`src/design/lsu_pkg.sv`:
```
/*
 * LSU shared definitions
 * Access sizes, memory map regions, exception types, the control
 * packet, the per-stage payload and the DC3 error report, plus the
 * default DCCM and PIC region bounds.
 */
`default_nettype none

package lsu_pkg;

   //****************************************
   // Encodings
   //****************************************

   typedef enum logic [1:0] {
      SZ_BYTE = 2'b00,
      SZ_HALF = 2'b01,
      SZ_WORD = 2'b10
   } lsu_size_e;

   typedef enum logic [1:0] {
      REG_DCCM     = 2'b00,
      REG_PIC      = 2'b01,
      REG_EXTERNAL = 2'b10
   } lsu_region_e;

   // Misaligned reports as 0, any other access fault as 1
   typedef enum logic {
      EXC_ACCESS     = 1'b1,
      EXC_MISALIGNED = 1'b0
   } lsu_exc_e;

   //****************************************
   // Packets
   //****************************************

   typedef struct packed {
      logic      valid;
      logic      dma;
      logic      load;
      logic      store;
      logic      unsign;
      lsu_size_e size;
   } lsu_pkt_t;

   // Everything one DC stage carries down the pipe
   typedef struct packed {
      lsu_pkt_t    pkt;
      logic [31:0] addr;
      logic [31:0] end_addr;
      logic [31:0] store_data;
      lsu_region_e region;
      logic        access_fault;
      logic        misaligned_fault;
   } lsu_stage_t;

   typedef struct packed {
      logic        exc_valid;
      logic        dma_valid;
      logic        is_store;
      lsu_exc_e    exc_type;
      logic [31:0] addr;
   } lsu_error_pkt_t;

   //****************************************
   // Default memory map
   //****************************************

   localparam logic [31:0] LSU_DCCM_BASE = 32'hF004_0000;
   localparam logic [31:0] LSU_DCCM_SIZE = 32'h0001_0000;  // 64 KiB
   localparam logic [31:0] LSU_PIC_BASE  = 32'hF00C_0000;
   localparam logic [31:0] LSU_PIC_SIZE  = 32'h0000_8000;  // 32 KiB

endpackage

`default_nettype wire

```
`src/design/lsu_addr_gen.sv`:
```
/*
 * LSU DC1 address generation
 * Muxes the DMA and core requests into DC1, forms the start and end
 * addresses, classifies them against the memory map and flags access
 * and misalignment faults. DMA write data is lane shifted here.
 */
`timescale 1ns/10ps
`default_nettype none

module lsu_addr_gen
   import lsu_pkg::*;
#(
   parameter logic [31:0] DCCM_BASE = LSU_DCCM_BASE,
   parameter logic [31:0] DCCM_SIZE = LSU_DCCM_SIZE,
   parameter logic [31:0] PIC_BASE  = LSU_PIC_BASE,
   parameter logic [31:0] PIC_SIZE  = LSU_PIC_SIZE
) (
   input  logic        clk,
   input  logic        rst_n,
   input  lsu_pkt_t    lsu_p,
   input  logic [31:0] rs1,
   input  logic [11:0] offset,
   input  logic [31:0] rs2,
   input  logic        dma_req,
   input  logic        dma_write,
   input  logic [31:0] dma_addr,
   input  lsu_size_e   dma_size,
   input  logic [31:0] dma_wdata,
   input  logic        flush_dc2_up,
   output lsu_stage_t  dc1
);

   lsu_pkt_t    dma_pkt;
   lsu_pkt_t    pkt_d;
   logic [31:0] base_d;
   logic [11:0] offset_d;
   logic [31:0] store_data_d;

   logic        valid_dc1;
   lsu_pkt_t    pkt_dc1;
   logic [31:0] base_dc1;
   logic [11:0] offset_dc1;
   logic [31:0] store_data_dc1;

   logic [31:0] addr_dc1;
   logic [31:0] end_addr_dc1;
   logic [1:0]  size_m1;
   logic        unaligned;
   lsu_region_e start_region;
   lsu_region_e end_region;

   function automatic lsu_region_e region_of(input logic [31:0] a);
      if ((a >= DCCM_BASE) && ((a - DCCM_BASE) < DCCM_SIZE)) begin
         return REG_DCCM;
      end
      if ((a >= PIC_BASE) && ((a - PIC_BASE) < PIC_SIZE)) begin
         return REG_PIC;
      end
      return REG_EXTERNAL;
   endfunction

   //****************************************
   // Request select
   //****************************************

   always_comb begin
      dma_pkt.valid  = dma_req;
      dma_pkt.dma    = 1'b1;
      dma_pkt.load   = ~dma_write;
      dma_pkt.store  = dma_write;
      dma_pkt.unsign = 1'b0;
      dma_pkt.size   = dma_size;

      pkt_d = dma_req ? dma_pkt : lsu_p;
      // A flushed core request never reaches DC1
      pkt_d.valid = (lsu_p.valid & ~flush_dc2_up) | dma_req;
   end

   assign base_d   = dma_req ? dma_addr : rs1;
   assign offset_d = dma_req ? 12'h000 : offset;

   // DMA data arrives on its byte lane, stores expect it at bit 0
   assign store_data_d = dma_req ? (dma_wdata >> {dma_addr[1:0], 3'b000}) : rs2;

   //****************************************
   // DC1 registers
   //****************************************

   always_ff @(posedge clk) begin
      if (!rst_n) begin
         valid_dc1 <= 1'b0;
      end else begin
         valid_dc1 <= pkt_d.valid;
      end
   end

   always_ff @(posedge clk) begin
      pkt_dc1        <= pkt_d;
      base_dc1       <= base_d;
      offset_dc1     <= offset_d;
      store_data_dc1 <= store_data_d;
   end

   //****************************************
   // Address and checks
   //****************************************

   always_comb begin
      case (pkt_dc1.size)
         SZ_BYTE: size_m1 = 2'd0;
         SZ_HALF: size_m1 = 2'd1;
         default: size_m1 = 2'd3;
      endcase
   end

   assign addr_dc1     = base_dc1 + {{20{offset_dc1[11]}}, offset_dc1};
   assign end_addr_dc1 = addr_dc1 + {30'b0, size_m1};

   assign start_region = region_of(addr_dc1);
   assign end_region   = region_of(end_addr_dc1);

   always_comb begin
      case (pkt_dc1.size)
         SZ_HALF: unaligned = addr_dc1[0];
         SZ_WORD: unaligned = |addr_dc1[1:0];
         default: unaligned = 1'b0;
      endcase
   end

   always_comb begin
      dc1.pkt        = pkt_dc1;
      dc1.pkt.valid  = valid_dc1;
      dc1.addr       = addr_dc1;
      dc1.end_addr   = end_addr_dc1;
      dc1.store_data = store_data_dc1;
      dc1.region     = start_region;
      // Crossing a region boundary, or a PIC access narrower than a word
      dc1.access_fault = (start_region != end_region) |
                         ((start_region == REG_PIC) & (pkt_dc1.size != SZ_WORD));
      // DCCM handles unaligned accesses itself
      dc1.misaligned_fault = unaligned & (start_region != REG_DCCM);
   end

endmodule

`default_nettype wire

```
`src/design/lsu_pipe_stage.sv`:
```
/*
 * LSU pipeline stage register
 * Moves one stage payload forward each cycle. A flush removes core
 * entries while DMA entries always pass.
 */
`timescale 1ns/10ps
`default_nettype none

module lsu_pipe_stage
   import lsu_pkg::*;
(
   input  logic       clk,
   input  logic       rst_n,
   input  logic       flush,
   input  lsu_stage_t d,
   output lsu_stage_t q
);

   logic       valid_q;
   lsu_stage_t data_q;

   always_ff @(posedge clk) begin
      if (!rst_n) begin
         valid_q <= 1'b0;
      end else begin
         valid_q <= d.pkt.valid & ~(flush & ~d.pkt.dma);
      end
   end

   // Payload follows blindly, only valid qualifies it
   always_ff @(posedge clk) begin
      data_q <= d;
   end

   always_comb begin
      q           = data_q;
      q.pkt.valid = valid_q;
   end

endmodule

`default_nettype wire

```
`src/design/lsu_retire.sv`:
```
/*
 * LSU retire logic
 * Selects and extends load data at DC3, reports faults and bus errors
 * in the DC3 error packet, and raises the DC5 commit.
 */
`timescale 1ns/10ps
`default_nettype none

module lsu_retire
   import lsu_pkg::*;
(
   input  lsu_stage_t     dc3,
   input  lsu_stage_t     dc5,
   input  logic [31:0]    dccm_rdata_dc3,
   input  logic [31:0]    bus_rdata_dc3,
   input  logic           bus_error_dc3,
   input  logic           flush_dc3,
   input  logic           flush_dc5,
   output logic [31:0]    lsu_result_dc3,
   output lsu_error_pkt_t lsu_error_pkt_dc3,
   output logic           lsu_commit_dc5
);

   logic [31:0] ld_data_dc3;
   logic        fault_dc3;
   logic        core_valid_dc3;

   //****************************************
   // Load result
   //****************************************

   assign ld_data_dc3 = (dc3.region == REG_EXTERNAL) ? bus_rdata_dc3 : dccm_rdata_dc3;

   always_comb begin
      case (dc3.pkt.size)
         SZ_BYTE: begin
            if (dc3.pkt.unsign) begin
               lsu_result_dc3 = {24'b0, ld_data_dc3[7:0]};
            end else begin
               lsu_result_dc3 = {{24{ld_data_dc3[7]}}, ld_data_dc3[7:0]};
            end
         end
         SZ_HALF: begin
            if (dc3.pkt.unsign) begin
               lsu_result_dc3 = {16'b0, ld_data_dc3[15:0]};
            end else begin
               lsu_result_dc3 = {{16{ld_data_dc3[15]}}, ld_data_dc3[15:0]};
            end
         end
         default: lsu_result_dc3 = ld_data_dc3;
      endcase
   end

   //****************************************
   // DC3 error packet
   //****************************************

   assign fault_dc3      = dc3.access_fault | dc3.misaligned_fault | bus_error_dc3;
   assign core_valid_dc3 = dc3.pkt.valid & ~dc3.pkt.dma;

   always_comb begin
      lsu_error_pkt_dc3.exc_valid = fault_dc3 & core_valid_dc3 & ~flush_dc3;
      lsu_error_pkt_dc3.dma_valid = dc3.pkt.dma;
      lsu_error_pkt_dc3.is_store  = dc3.pkt.store;
      // Misalignment takes priority in the reported cause
      lsu_error_pkt_dc3.exc_type  = dc3.misaligned_fault ? EXC_MISALIGNED : EXC_ACCESS;
      lsu_error_pkt_dc3.addr      = dc3.addr;
   end

   //****************************************
   // DC5 commit
   //****************************************

   assign lsu_commit_dc5 = dc5.pkt.valid & ~dc5.pkt.dma &
                           (dc5.pkt.load | dc5.pkt.store) & ~flush_dc5;

endmodule

`default_nettype wire

```
`src/design/lsu_ctl_top.sv`:
```
/*
 * LSU control path top
 * DC1 address generation, the DC2 to DC5 stage registers and the
 * DC3/DC5 retire logic. The DC5 payload goes out to the store path.
 */
`timescale 1ns/10ps
`default_nettype none

module lsu_ctl_top
   import lsu_pkg::*;
#(
   parameter int          PIPE_DEPTH = 4,
   parameter logic [31:0] DCCM_BASE  = LSU_DCCM_BASE,
   parameter logic [31:0] DCCM_SIZE  = LSU_DCCM_SIZE,
   parameter logic [31:0] PIC_BASE   = LSU_PIC_BASE,
   parameter logic [31:0] PIC_SIZE   = LSU_PIC_SIZE
) (
   input  logic           clk,
   input  logic           rst_n,
   input  lsu_pkt_t       lsu_p,
   input  logic [31:0]    rs1,
   input  logic [11:0]    offset,
   input  logic [31:0]    rs2,
   input  logic           dma_req,
   input  logic           dma_write,
   input  logic [31:0]    dma_addr,
   input  lsu_size_e      dma_size,
   input  logic [31:0]    dma_wdata,
   input  logic           flush_dc2_up,
   input  logic           flush_dc3,
   input  logic           flush_dc4,
   input  logic           flush_dc5,
   input  logic [31:0]    dccm_rdata_dc3,
   input  logic [31:0]    bus_rdata_dc3,
   input  logic           bus_error_dc3,
   output logic [31:0]    lsu_result_dc3,
   output lsu_error_pkt_t lsu_error_pkt_dc3,
   output logic           lsu_commit_dc5,
   output lsu_stage_t     lsu_dc5
);

   // pipe[0] is DC1, pipe[k+1] is the output of stage k
   lsu_stage_t            pipe [PIPE_DEPTH+1];
   logic [PIPE_DEPTH-1:0] stage_flush;

   assign stage_flush[0] = flush_dc2_up;
   assign stage_flush[1] = flush_dc2_up;
   assign stage_flush[2] = flush_dc3;
   assign stage_flush[3] = flush_dc4;

   lsu_addr_gen #(
      .DCCM_BASE (DCCM_BASE),
      .DCCM_SIZE (DCCM_SIZE),
      .PIC_BASE  (PIC_BASE),
      .PIC_SIZE  (PIC_SIZE)
   ) lsu_addr_gen_inst (
      .clk          (clk),
      .rst_n        (rst_n),
      .lsu_p        (lsu_p),
      .rs1          (rs1),
      .offset       (offset),
      .rs2          (rs2),
      .dma_req      (dma_req),
      .dma_write    (dma_write),
      .dma_addr     (dma_addr),
      .dma_size     (dma_size),
      .dma_wdata    (dma_wdata),
      .flush_dc2_up (flush_dc2_up),
      .dc1          (pipe[0])
   );

   genvar k;
   generate
      // Stages past DC5 only delay the entry
      for (k = 4; k < PIPE_DEPTH; k++) begin : g_extra_flush
         assign stage_flush[k] = 1'b0;
      end

      for (k = 0; k < PIPE_DEPTH; k++) begin : g_stage
         lsu_pipe_stage lsu_pipe_stage_inst (
            .clk   (clk),
            .rst_n (rst_n),
            .flush (stage_flush[k]),
            .d     (pipe[k]),
            .q     (pipe[k+1])
         );
      end
   endgenerate

   lsu_retire lsu_retire_inst (
      .dc3               (pipe[2]),
      .dc5               (pipe[4]),
      .dccm_rdata_dc3    (dccm_rdata_dc3),
      .bus_rdata_dc3     (bus_rdata_dc3),
      .bus_error_dc3     (bus_error_dc3),
      .flush_dc3         (flush_dc3),
      .flush_dc5         (flush_dc5),
      .lsu_result_dc3    (lsu_result_dc3),
      .lsu_error_pkt_dc3 (lsu_error_pkt_dc3),
      .lsu_commit_dc5    (lsu_commit_dc5)
   );

   assign lsu_dc5 = pipe[4];

endmodule

`default_nettype wire

```
`config.mk`:
```
export PLATFORM = sky130hd
export DESIGN_NAME = lsu_ctl_top
export DESIGN_NICKNAME = d
export VERILOG_FILES = /design/src/design/lsu_pkg.sv /design/src/design/lsu_addr_gen.sv /design/src/design/lsu_pipe_stage.sv /design/src/design/lsu_retire.sv /design/src/design/lsu_ctl_top.sv
export SDC_FILE = /design/constraint.sdc
export NUM_CORES = 1
export LEC_CHECK = 0
export BUFFER_PORTS_ARGS = -buffer_cell sky130_fd_sc_hd__buf_2
export CAP_MARGIN = 10
export CORE_MARGIN = 3
export CORE_UTILIZATION = 53
export CTS_BUF_LIST = sky130_fd_sc_hd__clkbuf_16
export DETAILED_ROUTE_END_ITERATION = 10
export PLACE_DENSITY = 0.8
export SYNTH_ARGS = -nofsm -noshare
export SYNTH_HDL_FRONTEND = slang
export SYNTH_SLANG_ARGS = --single-unit
```
`constraint.sdc`:
```
create_clock -name clk -period 14.2 [get_ports clk]
set_clock_uncertainty 0.1 [all_clocks]
set_input_delay 0.71 -clock clk [delete_from_list [all_inputs] [get_ports clk]]
set_output_delay 0.71 -clock clk [all_outputs]
set_load 0.005 [all_outputs]
```
==> results by group <==
Floorplan
  • # rows: 62
  • Die area: around 32000 um2
  • Starting density of the core: 54.4%
  • Core area: approximately 29000 um2
  • Die W: 179 um
  • IO Count: between 300 and 400
  • Die H: roughly 180 um

Clock network
  • Post-CTS Resized: 0
  • H-tree levels: 2
  • Hold buffer count at cts: 0
  • Cts bufs inserted: 47
  • Post-CTS Repair Setup Buffers: 0
  • Max Root-Sink Buffers: 3
  • CTS tree: done
  • CTS Root Cell: clkbuf_16
  • Clk slew on worst S/H paths: approximately 60 ps
  • Sink Count: approximately 510
  • Clk Latency, worst-skew pair: roughly 550 ps

Setup path
  • Largest delay share family, worst path: compound AO/OA/AOI/OAI gates
  • Setup CP Type: reg -> reg
  • Crit path top cell by count: a21oi_1
  • Reg2reg setup slack: a little under 9000 ps
  • Reg2reg start: lsu_addr_gen_inst.offset_dc1[11]$_SDFF_PP0_
  • Worst path cell trace: ha_1 > a21oi_1 > o21ai_1 > a211oi_1 > o21bai_1 > a21oi_1 > nand4b_1 > nor4b_4 > a21oi_1 > or4b_1 > a2111o_1 > o41ai_2 > o41a_1
  • CP Launch Type: flop
  • Max incr delay on CP: roughly 870 ps
  • Critical path buffers and inverters: 0
  • CP Depth: 13
  • Path depth of the worst reg2reg path: 13
  • Worst-path fanout max: 21
  • CP endpoint kind: flop
  • Critical path required time: around 15000 ps
  • Critical Path AT: 5770 ps
  • CP max-delay cell: dfxtp_1
  • FF-to-FF End: g_stage[0].lsu_pipe_stage_inst.q[1]$_DFF_P_

Routing
  • DR pass1 iterations: 5
  • Routed Antenna Nets: 0
  • Vias/cell: roughly 5
  • Wirelength per Cell: around 18 um
  • Drt initial violations: between 600 and 700
  • Remaining routing DRC violations: 0
  • Total number of vias: around 11k
  • WL final: about 37 mm

Placement
  • Port Buf Inserts: a little under 400
  • Routability cong.: 0.872
  • Post-DP HPWL: around 28 mm

Yosys
  • Synth async-reset ratio: 0%
  • Syn Nets: between 1.5k and 2k
  • Synth area leader: dfxtp_1
  • Seq/Total Area, Yosys: 64.8%
  • Synth Instances: approximately 1.3k
  • Post-synth EDFFs: 0
  • Top cell type's share of synthesized area: roughly two thirds
  • Top post-synthesis cells by area: dfxtp_1 (65%), mux2_2 (4.8%), ha_1 (2.9%)
  • Number of synthesis warnings: 0
  • Top post-synthesis cells by count: dfxtp_1 (511), nand2_1 (76), mux2_2 (67)
  • Synth unique cells: between 80 and 90
  • Mapped Area: approximately 16000 um2
  • Predominant post-synthesis flop cell: dfxtp_1
  • Most frequent cell after synthesis: dfxtp_1
  • Seq cells post-synth: about 500
  • Mean Syn Cell Area: between 10 and 15 um2

Outcome
  • Status: complete, no violations

Timing
  • # setup viols final: 0
  • Slew @ Worst Pin: between 1000 and 1500 ps
  • RSZ-0062 raised after global routing: false
  • Hold Vio Cnt, Final: 0
  • Fmax achieved: around 190 MHz
  • Final period util: 37.9%
  • Final Max Slew Viols: 0
  • Relative slew slack: 29.0%
  • Final Critical Period: about 5400 ps
  • Sum Neg Setup Slack: 0 ps

Layout
  • # nets final: roughly 2.0k
  • Util after Layout: 66.8%
  • Layout cells sized above 1: roughly a third
  • Synth-to-layout area growth: 22.9%

Min path
  • Hold Startpoint: g_stage[0].lsu_pipe_stage_inst.q[88]$_DFF_P_
  • Hold EP: g_stage[1].lsu_pipe_stage_inst.q[88]$_DFF_P_
  • Hold Path Class: reg -> reg
  • Worst hold stages: 0

Power and ir drop
  • Power density over cell area: 174 nW/um2
  • Leak Pwr: 8.89 nW
  • Worst VDD drop: about 0.099 mV

Global route
  • Global Route Usage Sum: between 20% and 30%
  • Initial antenna violation count: 9
  • First-pass GRT wire length: roughly 54 mm
  • Vias in the first global route: between 10k and 15k
  • Total congestion overflow: 0
  • Pin count of the biggest net entering global routing: 101

Job
  • Number of max-cap violations: 0
cells in the final DEF (no fill, tap or decap), types with 35 or more instances in the layout:
| master | n |
|---|---|
| nor2_1 | 64 |
| nand2_1 | 76 |
| buf_2 | 396 |
| xnor2_1 | 35 |
| inv_1 | 55 |
| ha_1 | 36 |
| o21ai_0 | 37 |
| dfxtp_1 | 511 |
| mux2_2 | 67 |
| a21oi_1 | 64 |
| clkbuf_16 | 47 |
power by group:
| part | internal (mW) | switching (mW) | total, mW |
|---|---|---|---|
| clock | 0.717 | 0.515 | 1.23 |
| sequential | 1.67 | 0.0701 | 1.74 |
| combinational | 0.175 | 0.235 | 0.410 |
| total | 2.56 | 0.820 | 3.38 |
cells by family (layout without fill, tap and decap cells):
kind of cell	Yosys count	count (layout)	share of synthesized area, %
xor gates and xnor gates	44	44	2.61
and+or+nand+nor	293	293	9.90
adders and majority gates	38	38	3.11
AOI/OAI and AO/OA	217	217	9.04
muxes	94	94	6.49
other	0	8	0
DFF	511	511	64.8
buffers and inverters	131	533	4.03
how the worst max path moves through the flow:
stage | from | end | slack [ps]
3_5_place_dp | lsu_addr_gen_inst.offset_dc1[11]$_SDFF_PP0_ | g_stage[0].lsu_pipe_stage_inst.q[1]$_DFF_P_ | 8940
2_1_floorplan | lsu_addr_gen_inst.offset_dc1[11]$_SDFF_PP0_ | g_stage[0].lsu_pipe_stage_inst.q[1]$_DFF_P_ | 9770
5_1_grt | lsu_addr_gen_inst.offset_dc1[11]$_SDFF_PP0_ | g_stage[0].lsu_pipe_stage_inst.q[1]$_DFF_P_ | 8410
3_3_place_gp | lsu_addr_gen_inst.offset_dc1[11]$_SDFF_PP0_ | g_stage[0].lsu_pipe_stage_inst.q[1]$_DFF_P_ | 8970
6_report | lsu_addr_gen_inst.offset_dc1[11]$_SDFF_PP0_ | g_stage[0].lsu_pipe_stage_inst.q[1]$_DFF_P_ | 8820
4_1_cts | lsu_addr_gen_inst.offset_dc1[11]$_SDFF_PP0_ | g_stage[0].lsu_pipe_stage_inst.q[1]$_DFF_P_ | 8910
per-stage QoR:
stage | cell area [um2] | total power [mW] | hold slack (ps) | setup WS [ps] | cells
after global routing | 19400 | 3.53 | 215 | 8410 | 2122
after floorplan | 15800 | 1.99 | 210 | 9770 | 1328
after global placement | 17800 | 2.17 | 210 | 8970 | 2031
after CTS | 19400 | 3.41 | 210 | 8910 | 2114
after detailed placement | 17800 | 2.18 | 212 | 8940 | 2031
final | 19400 | 3.38 | 221 | 8820 | 2122
final cells by class:
cell class                      count  area [um2]
Clock inverter                     36         370
Multi-Input combinational cell    686        4920
Sequential cell                   511       10200
Inverter                           51         191
Tap cell                          384         480
Antenna cell                        8        20.0
Timing Repair Buffer              399        2000
Clock buffer                       47        1180
Fill cell                        2165        9620
flip-flops by register name, summed over array words and instances, names as in the netlist:
signal	flops
g_stage.lsu_pipe_stage_inst.q	424
lsu_addr_gen_inst.base_dc1	32
lsu_addr_gen_inst.store_data_dc1	32
lsu_addr_gen_inst.offset_dc1	12
lsu_addr_gen_inst.dc1	6
g_stage.lsu_pipe_stage_inst.valid_q	4
lsu_addr_gen_inst.valid_dc1	1
routing by layer:
| metal | vias up | track usage, % | part of all wire (%) |
|---|---|---|---|
| li1 | 5274 | - | - |
| met1 | 4837 | 27.0 | 41 |
| met2 | 429 | 38.6 | 50 |
| met3 | 67 | 4.17 | 6.8 |
| met4 | 2 | 8.21 | 2.8 |
| met5 | - | 0 | 0.019 |
(Power assumes the default switching activity.)
